## config.mk

```make
export PLATFORM = sky130hd
export DESIGN_NAME = spi_uart_bridge
export DESIGN_NICKNAME = d
export VERILOG_FILES = /design/src/logic/bridge_pkg.sv /design/src/logic/spi_slave.sv /design/src/logic/byte_fifo.sv /design/src/logic/uart_tx.sv /design/src/logic/frame_checker.sv /design/src/logic/led_scroll.sv /design/src/logic/spi_uart_bridge.sv
export SDC_FILE = /design/constraint.sdc
export NUM_CORES = 1
export LEC_CHECK = 0
export BUFFER_PORTS_ARGS = -buffer_cell sky130_fd_sc_hd__buf_2
export CAP_MARGIN = 30
export CORE_MARGIN = 5
export CORE_UTILIZATION = 45
export DETAILED_ROUTE_END_ITERATION = 10
export GPL_TIMING_DRIVEN = 0
export HOLD_SLACK_MARGIN = 0.05
export PLACE_DENSITY = 0.71
export REMOVE_ABC_BUFFERS = 1
export SYNTH_ARGS = -nofsm -noshare
export SYNTH_HDL_FRONTEND = slang
export SYNTH_SLANG_ARGS = --single-unit
```

## constraint.sdc

```tcl
create_clock -name Clock -period 2.65 [get_ports Clock]
set_input_delay 0.1325 -clock Clock [delete_from_list [all_inputs] [get_ports Clock]]
set_output_delay 0.1325 -clock Clock [all_outputs]
set_load 0.01 [all_outputs]
```

## src/logic/bridge_pkg.sv

```systemverilog
package bridge_pkg;

    // One byte from the SPI slave, tagged with its position in the frame
    typedef struct packed {
        logic [7:0] data;     // Received byte, MSB first on the wire
        logic       first;    // Opening byte since CS fell
    } rx_byte_t;

    // UART transmitter FSM states
    typedef enum logic [1:0] {
        IDLE,                 // Line high, waiting for FIFO data
        START,                // Low start bit
        DATA,                 // Eight data bits, LSB first
        STOP                  // High stop bit
    } uart_state_t;

    // Bytes per debug frame
    localparam int FRAME_LEN = 16;

    // Expected frame text, byte 0 in the top bits
    localparam logic [8*FRAME_LEN-1:0] FRAME_PATTERN = {
        "SPI debug data",     // 14 printable bytes
        8'h0D,                // CR
        8'h0A                 // LF
    };

    // Number of board LEDs driven by the scroller
    localparam int LED_COUNT = 6;

endpackage

```

## src/logic/spi_slave.sv

```systemverilog
module spi_slave import bridge_pkg::*; (
    input  logic     Clock,
    input  logic     rst,
    input  logic     spi_sck,      // Raw SPI clock pin
    input  logic     spi_cs,       // Raw chip select, active low
    input  logic     spi_mosi,     // Raw master out pin
    output logic     spi_miso,     // Echo of the previous byte
    output logic     rx_valid,     // One-cycle byte strobe
    output rx_byte_t rx_byte,      // Byte plus first-of-frame tag
    output logic     cs_active     // Synchronized CS, high while selected
);

    logic [1:0] sck_sync;          // Two-flop synchronizers
    logic [1:0] cs_sync;
    logic [1:0] mosi_sync;
    logic       sck_prev;          // Delayed SCK for edge detect
    logic       sck_rise;
    logic       sck_fall;
    logic [2:0] bit_cnt;           // Bits received in current byte
    logic [6:0] rx_shift;          // First seven bits of the byte
    logic [7:0] echo_q;            // MISO shift register
    logic       first_pending;     // No byte completed since CS fell
    logic [7:0] rx_full;           // Completed byte on the 8th rise

    always_ff @(posedge Clock) begin
        if (rst) begin
            sck_sync  <= 2'b00;
            cs_sync   <= 2'b11;    // Deselected out of reset
            mosi_sync <= 2'b00;
            sck_prev  <= 1'b0;
        end else begin
            sck_sync  <= {sck_sync[0], spi_sck};
            cs_sync   <= {cs_sync[0], spi_cs};
            mosi_sync <= {mosi_sync[0], spi_mosi};
            sck_prev  <= sck_sync[1];
        end
    end

    assign cs_active = ~cs_sync[1];
    assign sck_rise  = cs_active & sck_sync[1] & ~sck_prev;  // Mode 0 sample edge
    assign sck_fall  = cs_active & ~sck_sync[1] & sck_prev;  // Mode 0 shift edge
    assign rx_full   = {rx_shift, mosi_sync[1]};

    always_ff @(posedge Clock) begin
        if (rst) begin
            bit_cnt       <= 3'd0;
            echo_q        <= 8'h00;
            first_pending <= 1'b1;
            rx_valid      <= 1'b0;
        end else begin
            rx_valid <= 1'b0;                         // Strobe by default low
            if (!cs_active) begin
                bit_cnt       <= 3'd0;                // Frame boundary
                echo_q        <= 8'h00;               // First byte echoes zero
                first_pending <= 1'b1;
            end else if (sck_rise) begin
                bit_cnt <= bit_cnt + 3'd1;
                if (bit_cnt == 3'd7) begin
                    rx_valid      <= 1'b1;
                    first_pending <= 1'b0;
                    echo_q        <= rx_full;         // Returned during next byte
                end
            end else if (sck_fall && bit_cnt != 3'd0) begin
                echo_q <= {echo_q[6:0], 1'b0};        // Next bit onto MISO
            end
        end
    end

    // Receive data path
    always_ff @(posedge Clock) begin
        if (sck_rise) begin
            rx_shift <= rx_full[6:0];
        end
        if (sck_rise && bit_cnt == 3'd7) begin
            rx_byte.data  <= rx_full;
            rx_byte.first <= first_pending;
        end
    end

    assign spi_miso = echo_q[7];   // MSB first

endmodule

```

## src/logic/byte_fifo.sv

```systemverilog
module byte_fifo #(
    parameter int FIFO_DEPTH = 64              // Power of two
) (
    input  logic       Clock,
    input  logic       rst,
    input  logic       wr_en,                  // Push request
    input  logic [7:0] wr_data,
    input  logic       rd_en,                  // Pop request
    output logic [7:0] rd_data,                // Head entry, valid when not empty
    output logic       empty,
    output logic       overflow                // Sticky, a push was dropped
);

    localparam int AW = $clog2(FIFO_DEPTH);

    logic [7:0]  mem [FIFO_DEPTH];
    logic [AW:0] wr_ptr;                       // Extra bit tells full from empty
    logic [AW:0] rd_ptr;
    logic        full;
    logic        do_write;
    logic        do_read;

    assign empty    = (wr_ptr == rd_ptr);
    assign full     = (wr_ptr[AW] != rd_ptr[AW]) && (wr_ptr[AW-1:0] == rd_ptr[AW-1:0]);
    assign do_read  = rd_en && !empty;
    assign do_write = wr_en && (!full || do_read); // Pop frees a slot this cycle
    assign rd_data  = mem[rd_ptr[AW-1:0]];     // First word falls through

    always_ff @(posedge Clock) begin
        if (rst) begin
            wr_ptr   <= '0;
            rd_ptr   <= '0;
            overflow <= 1'b0;
        end else begin
            if (do_write) begin
                wr_ptr <= wr_ptr + 1'b1;
            end
            if (do_read) begin
                rd_ptr <= rd_ptr + 1'b1;
            end
            if (wr_en && !do_write) begin
                overflow <= 1'b1;              // Byte lost
            end
        end
    end

    always_ff @(posedge Clock) begin
        if (do_write) begin
            mem[wr_ptr[AW-1:0]] <= wr_data;
        end
    end

endmodule

```

## src/logic/uart_tx.sv

```systemverilog
module uart_tx import bridge_pkg::*; #(
    parameter int CLKS_PER_BIT = 234           // Clock cycles per UART bit
) (
    input  logic       Clock,
    input  logic       rst,
    input  logic [7:0] rd_data,                // FIFO head
    input  logic       empty,                  // FIFO has nothing to send
    output logic       rd_en,                  // One-cycle pop
    output logic       uart_txd                // Serial line, idles high
);

    localparam int CW = $clog2(CLKS_PER_BIT);

    uart_state_t   state;
    logic [CW-1:0] clk_cnt;                    // Cycles into current bit
    logic [2:0]    bit_idx;                    // Data bit being sent
    logic [7:0]    shift_q;                    // Byte in flight, LSB at bit 0
    logic          txd_q;
    logic          bit_done;

    assign bit_done = (clk_cnt == CW'(CLKS_PER_BIT - 1));
    assign rd_en    = (state == IDLE) && !empty;   // Pop as the frame starts
    assign uart_txd = txd_q;

    always_ff @(posedge Clock) begin
        if (rst) begin
            state   <= IDLE;
            clk_cnt <= '0;
            bit_idx <= 3'd0;
            txd_q   <= 1'b1;
        end else begin
            case (state)
                IDLE: begin
                    clk_cnt <= '0;
                    bit_idx <= 3'd0;
                    txd_q   <= 1'b1;
                    if (!empty) begin
                        state <= START;
                        txd_q <= 1'b0;             // Start bit from next cycle
                    end
                end
                START: begin
                    if (bit_done) begin
                        clk_cnt <= '0;
                        state   <= DATA;
                        txd_q   <= shift_q[0];     // LSB first
                    end else begin
                        clk_cnt <= clk_cnt + 1'b1;
                    end
                end
                DATA: begin
                    if (bit_done) begin
                        clk_cnt <= '0;
                        if (bit_idx == 3'd7) begin
                            state <= STOP;
                            txd_q <= 1'b1;         // Stop bit
                        end else begin
                            bit_idx <= bit_idx + 3'd1;
                            txd_q   <= shift_q[1]; // Next bit before the shift
                        end
                    end else begin
                        clk_cnt <= clk_cnt + 1'b1;
                    end
                end
                STOP: begin
                    if (bit_done) begin
                        clk_cnt <= '0;
                        state   <= IDLE;
                    end else begin
                        clk_cnt <= clk_cnt + 1'b1;
                    end
                end
                default: begin
                    state <= IDLE;
                    txd_q <= 1'b1;
                end
            endcase
        end
    end

    // Data shift register
    always_ff @(posedge Clock) begin
        if (rd_en) begin
            shift_q <= rd_data;                    // Capture popped byte
        end else if (state == DATA && bit_done) begin
            shift_q <= {1'b0, shift_q[7:1]};
        end
    end

endmodule

```

## src/logic/frame_checker.sv

```systemverilog
module frame_checker import bridge_pkg::*; (
    input  logic     Clock,
    input  logic     rst,
    input  logic     rx_valid,             // Byte strobe from SPI slave
    input  rx_byte_t rx_byte,
    input  logic     cs_active,            // Frame in progress
    output logic     debug_match           // Full frame equals pattern
);

    localparam int IW = $clog2(FRAME_LEN + 1);

    logic [IW-1:0] idx_q;                  // Bytes seen in this frame, saturating
    logic          all_eq_q;               // Every byte so far matched
    logic [IW-1:0] idx;                    // Position of the arriving byte
    logic          prefix_ok;              // Frame still matching before this byte
    logic          byte_ok;                // Frame matching after this byte

    // Expected byte at a frame position, zero past the end
    function automatic logic [7:0] pattern_byte(input logic [IW-1:0] pos);
        logic [7:0] b;
        b = 8'h00;
        if (int'(pos) < FRAME_LEN) begin
            b = FRAME_PATTERN[8*(FRAME_LEN-1-int'(pos)) +: 8];
        end
        return b;
    endfunction

    always_comb begin
        idx       = rx_byte.first ? '0 : idx_q;     // Restart on frame opener
        prefix_ok = rx_byte.first ? 1'b1 : all_eq_q;
        byte_ok   = prefix_ok && (int'(idx) < FRAME_LEN)
                    && (rx_byte.data == pattern_byte(idx));
    end

    always_ff @(posedge Clock) begin
        if (rst) begin
            idx_q       <= '0;
            all_eq_q    <= 1'b0;
            debug_match <= 1'b0;
        end else if (!cs_active) begin
            debug_match <= 1'b0;                    // Cleared between frames
        end else if (rx_valid) begin
            all_eq_q <= byte_ok;
            if (int'(idx) < FRAME_LEN) begin
                idx_q <= idx + 1'b1;
            end else begin
                idx_q <= idx;                       // Hold past frame end
            end
            // Raised on the last byte, dropped by any extra byte
            debug_match <= byte_ok && (int'(idx) == FRAME_LEN - 1);
        end
    end

endmodule

```

## src/logic/led_scroll.sv

```systemverilog
module led_scroll import bridge_pkg::*; #(
    parameter int LED_STEP = 2_700_000             // Cycles per LED position
) (
    input  logic                 Clock,
    input  logic                 rst,
    output logic [LED_COUNT-1:0] leds              // One-hot, bit 0 lit after reset
);

    localparam int SW = $clog2(LED_STEP);

    logic [SW-1:0] step_cnt;

    always_ff @(posedge Clock) begin
        if (rst) begin
            step_cnt <= '0;
            leds     <= LED_COUNT'(1);
        end else if (step_cnt == SW'(LED_STEP - 1)) begin
            step_cnt <= '0;
            leds     <= {leds[LED_COUNT-2:0], leds[LED_COUNT-1]}; // Move up, wrap to 0
        end else begin
            step_cnt <= step_cnt + 1'b1;
        end
    end

endmodule

```

## src/logic/spi_uart_bridge.sv

```systemverilog
module spi_uart_bridge import bridge_pkg::*; #(
    parameter int CLKS_PER_BIT = 234,              // UART bit period in cycles
    parameter int FIFO_DEPTH   = 64,               // Bytes buffered toward UART
    parameter int LED_STEP     = 2_700_000         // LED scroll interval
) (
    input  logic                 Clock,
    input  logic                 rst,
    input  logic                 spi_sck,
    input  logic                 spi_cs,
    input  logic                 spi_mosi,
    output logic                 spi_miso,
    output logic                 uart_txd,
    output logic [LED_COUNT-1:0] leds,
    output logic                 debug_match,      // Pattern frame seen
    output logic                 overflow          // FIFO dropped a byte
);

    logic       rx_valid;
    rx_byte_t   rx_byte;
    logic       cs_active;
    logic [7:0] fifo_rd_data;
    logic       fifo_empty;
    logic       fifo_rd_en;

    spi_slave u_spi_slave (
        .Clock     (Clock),
        .rst       (rst),
        .spi_sck   (spi_sck),
        .spi_cs    (spi_cs),
        .spi_mosi  (spi_mosi),
        .spi_miso  (spi_miso),
        .rx_valid  (rx_valid),
        .rx_byte   (rx_byte),
        .cs_active (cs_active)
    );

    byte_fifo #(
        .FIFO_DEPTH (FIFO_DEPTH)
    ) u_byte_fifo (
        .Clock    (Clock),
        .rst      (rst),
        .wr_en    (rx_valid),
        .wr_data  (rx_byte.data),                  // Payload only, tag not stored
        .rd_en    (fifo_rd_en),
        .rd_data  (fifo_rd_data),
        .empty    (fifo_empty),
        .overflow (overflow)
    );

    uart_tx #(
        .CLKS_PER_BIT (CLKS_PER_BIT)
    ) u_uart_tx (
        .Clock    (Clock),
        .rst      (rst),
        .rd_data  (fifo_rd_data),
        .empty    (fifo_empty),
        .rd_en    (fifo_rd_en),
        .uart_txd (uart_txd)
    );

    frame_checker u_frame_checker (
        .Clock       (Clock),
        .rst         (rst),
        .rx_valid    (rx_valid),
        .rx_byte     (rx_byte),
        .cs_active   (cs_active),
        .debug_match (debug_match)
    );

    led_scroll #(
        .LED_STEP (LED_STEP)
    ) u_led_scroll (
        .Clock (Clock),
        .rst   (rst),
        .leds  (leds)
    );

endmodule

```

==> impl_metrics.tcl <==
set metrics [dict create \
    path_class "flip-flop to flip-flop" \
    synthTopCellsByCount "edfxtp_1 (536), nor2_1 (169), mux4_2 (101)" \
    clock_path_buffers 3 \
    start_util_pct 45.5 \
    synthToLayoutAreaGrowth_pct 17.0 \
    cap_viol_max_count 0 \
    synthSimpleGateAreaFrac_pct 7.32 \
    synth-main-ff-cell "edfxtp_1" \
    synth_compound_area_share_pct 4.04 \
    yosysTopAreaCellShare_pct 63.9 \
    core_area_um2 55300 \
    grt_pass1_wl_um 86900 \
    yosysUniqueCellTypes 64 \
    ir_drop_mv 0.558 \
    antenna_left 0 \
    min_period_ns 2.62 \
    startpoint_type "flip-flop" \
    grt_max_degree 56 \
    io_buffers 14 \
    globalplace.congestion 0.832 \
    cts_root_buffer "clkbuf_16" \
    cts_made_buffers 59 \
    finalNonFillerCells 2370 \
    wl_per_cell_um 24.3 \
    clock_sinks 626 \
    r2r_cells 6 \
    p_leak_nw 8.86 \
    power.density_nw_per_um2 708 \
    drc_errors 0 \
    via_count 13900 \
    holdWs_ns 0.132 \
    layout-drive-gt1-share_pct 24.0 \
    antenna_found_initial 0 \
    synthAdderAreaFrac_pct 0.745 \
    syn_area_per_cell_um2 16.7 \
    drt-initial-drc-count 1393 \
    power_frac_comb_pct 8.9 \
    critPathLaunch "u_byte_fifo.wr_ptr[2]" \
    clk_pin_slew_ns 0.07 \
    ys_ff_latch 626 \
    clock_latency_ns 0.62 \
    p_sw_mw 4.59 \
    period_share_pct 99.0 \
    sw_frac_of_total_pct 22.0 \
    die_w_um 247 \
    syn_area_um2 25200 \
    row_count 86 \
    cp-endpoint "u_byte_fifo.mem[5][3]" \
    crit-reg2reg-launch "u_byte_fifo.wr_ptr[2]" \
    synthXorXnorAreaFrac_pct 1.56 \
    die_h_um 247 \
    synth_top_family_by_area "multiplexers" \
    postSynthCellCount 1508 \
    slew_violations 0 \
    yosys.area.top_type "edfxtp_1" \
    final_util_pct 53.3 \
    muxShareOfSynthArea_pct 13.2 \
    grt_pass1_vias 14000 \
    outcome "finished clean" \
    r2r_end "u_byte_fifo.mem[5][3]" \
    min-delay-path-class "primary input to flip-flop" \
    synth_edf_count 536 \
    wirelength_um 57700 \
    grt_overflow 0 \
    crit_fanout 8 \
    ioPinCount 15 \
    p_total_mw 20.9 \
    pwr-share-clk_pct 39.8 \
    via_per_inst 5.85 \
    ys_seq_area_share_pct 71.1 \
    ff2ff_setup_slack_ns 0.03 \
    fmax_mhz 381 \
    setup_viol 0 \
    yosysWarnings 0 \
    dp_hpwl_um 33700 \
    diodes 0 \
    worst_pin_slew_ns 0.966 \
    nets 1593 \
    ys_async_sr_fraction_pct 0 \
    cp.required_ns 2.91 \
    relSlewSlack_pct 35.6 \
    endpoint_kind "flip-flop" \
    placed_cells 2210 \
    cts_tree "built" \
    hold_viol 0 \
    grt_use_total_pct 18.9 \
    cts_htree_levels 2 \
    crit_arrival_ns 2.89 \
    drtPass1Iterations 7 \
    yosysMostFrequentCell "edfxtp_1" \
    synthTopCellsByArea "edfxtp_1 (64%), mux4_2 (9.0%), dfxtp_1 (7.2%)" \
    fin_skew_ns 0.0329 \
    p_int_mw 16.3 \
    seqPwrFrac_pct 51.3 \
    die_area_um2 60800 \
]
per-stage QoR:
step / TNS (ns) / instance area, µm² / setup WS (ns)
3_5_place_dp: -321.10 / 26400 / -0.886
4_1_cts: -0.0105 / 29200 / -0.00648
5_1_grt: -0.694 / 29500 / -0.0321
3_3_place_gp: -348.31 / 25700 / -7.04
6_report: 0 / 29500 / 0.0264
2_1_floorplan: -27.26 / 24700 / -3.57
per-layer routing:
metal | wire length (µm) | up-vias | track usage (%) | share of wire [%]
li1 | - | 6036 | - | -
met1 | 23000 | 7113 | 25.5 | 40
met2 | 28000 | 590 | 30.4 | 48
met3 | 5090 | 116 | 4.96 | 8.8
met4 | 1680 | 0 | 5.60 | 2.9
met5 | 0 | - | 0 | 0
worst max-delay path, stage by stage (launching register included):
cell and delay (ns):
dfxtp_1 0.52, xor2_1 0.38, nor4_1 0.14, a21oi_2 0.37, nand3b_1 0.18, buf_4 0.23, nor2_2 0.44
worst min path at each step:
stage            from  slack, ns  cells after the start                endpoint
3_5_place_dp   spi_cs       0.33                      2  u_spi_slave.cs_sync[0]
2_1_floorplan     rst       0.20                      1   u_byte_fifo.wr_ptr[6]
6_report          rst       0.13                      2    u_led_scroll.leds[1]
4_1_cts           rst       0.10                      2    u_led_scroll.leds[1]
5_1_grt           rst       0.16                      2    u_led_scroll.leds[4]
3_3_place_gp   spi_cs       0.32                      2  u_spi_slave.cs_sync[0]
repair_timing:
action                                 CTS  global route
setup endpoints to repair              523           457
endpoints found under the hold margin    3             0
cloned                                   6             1
gates resized for setup                121            25
hold buffers                             3             0
pin swaps                                4             3
buffers inserted                        24            16
final cells by class:
class	count	area, µm²
clock inverter	35	333
fill	4267	25800
clock buffer	75	1570
sequential	626	17900
multi-input combinational	781	7270
timing repair buffer	90	1390
inverter	15	56.3
tap	748	936
registers in the layout, indices dropped and copies added, names as in the netlist, 3 cells and up, named ones only:
name,flops
u_byte_fifo.wr_ptr,7
u_uart_tx.shift_q,8
u_uart_tx.clk_cnt,8
u_spi_slave.echo_q,8
u_spi_slave.rx_shift,7
u_led_scroll.step_cnt,22
u_byte_fifo.mem,512
u_led_scroll.leds,6
u_spi_slave.bit_cnt,3
u_frame_checker.idx_q,5
u_uart_tx.bit_idx,3
u_byte_fifo.rd_ptr,7
u_spi_slave.rx_byte,9
power groups by stage:
| stage | clock network (mW) | registers [mW] | logic, mW |
|---|---|---|---|
| final | 8.31 | 10.7 | 1.85 |
| after global routing | 8.86 | 10.7 | 1.95 |
| after CTS | 8.41 | 10.7 | 1.78 |
| after detailed placement | 0 | 11.1 | 1.32 |
| after global placement | 0 | 11.2 | 1.12 |
| after floorplan | 0 | 11.1 | 0.903 |
logic make-up (layout without fill, tap and decap cells):
logic type | Yosys count | in the layout
compound gates | 140 | 140
xor+xnor | 45 | 45
fa+ha+maj | 15 | 15
buf+inv | 101 | 215
flops | 626 | 626
mux | 202 | 202
simple gates | 379 | 379
layout by cell type (no fill, tap or decap), drive strengths merged, types with 6 or more instances in the layout:
cell type / count
a22oi: 17
a221oi: 6
nor3: 11
nor2: 170
bufinv: 6
a211oi: 25
nand3: 33
nand2: 48
mux2: 9
nand4: 14
o21ai: 20
clkinv: 25
inv: 17
or2: 9
nor2b: 27
xor2: 25
nor4: 6
and3: 7
nand3b: 10
buf: 81
xnor2: 20
dfxtp: 90
a31oi: 11
edfxtp: 536
nand2b: 9
ha: 15
mux2i: 90
a21oi: 22
clkbuf: 76
or3: 7
mux4: 103
Power figures use the tool's default switching activity.
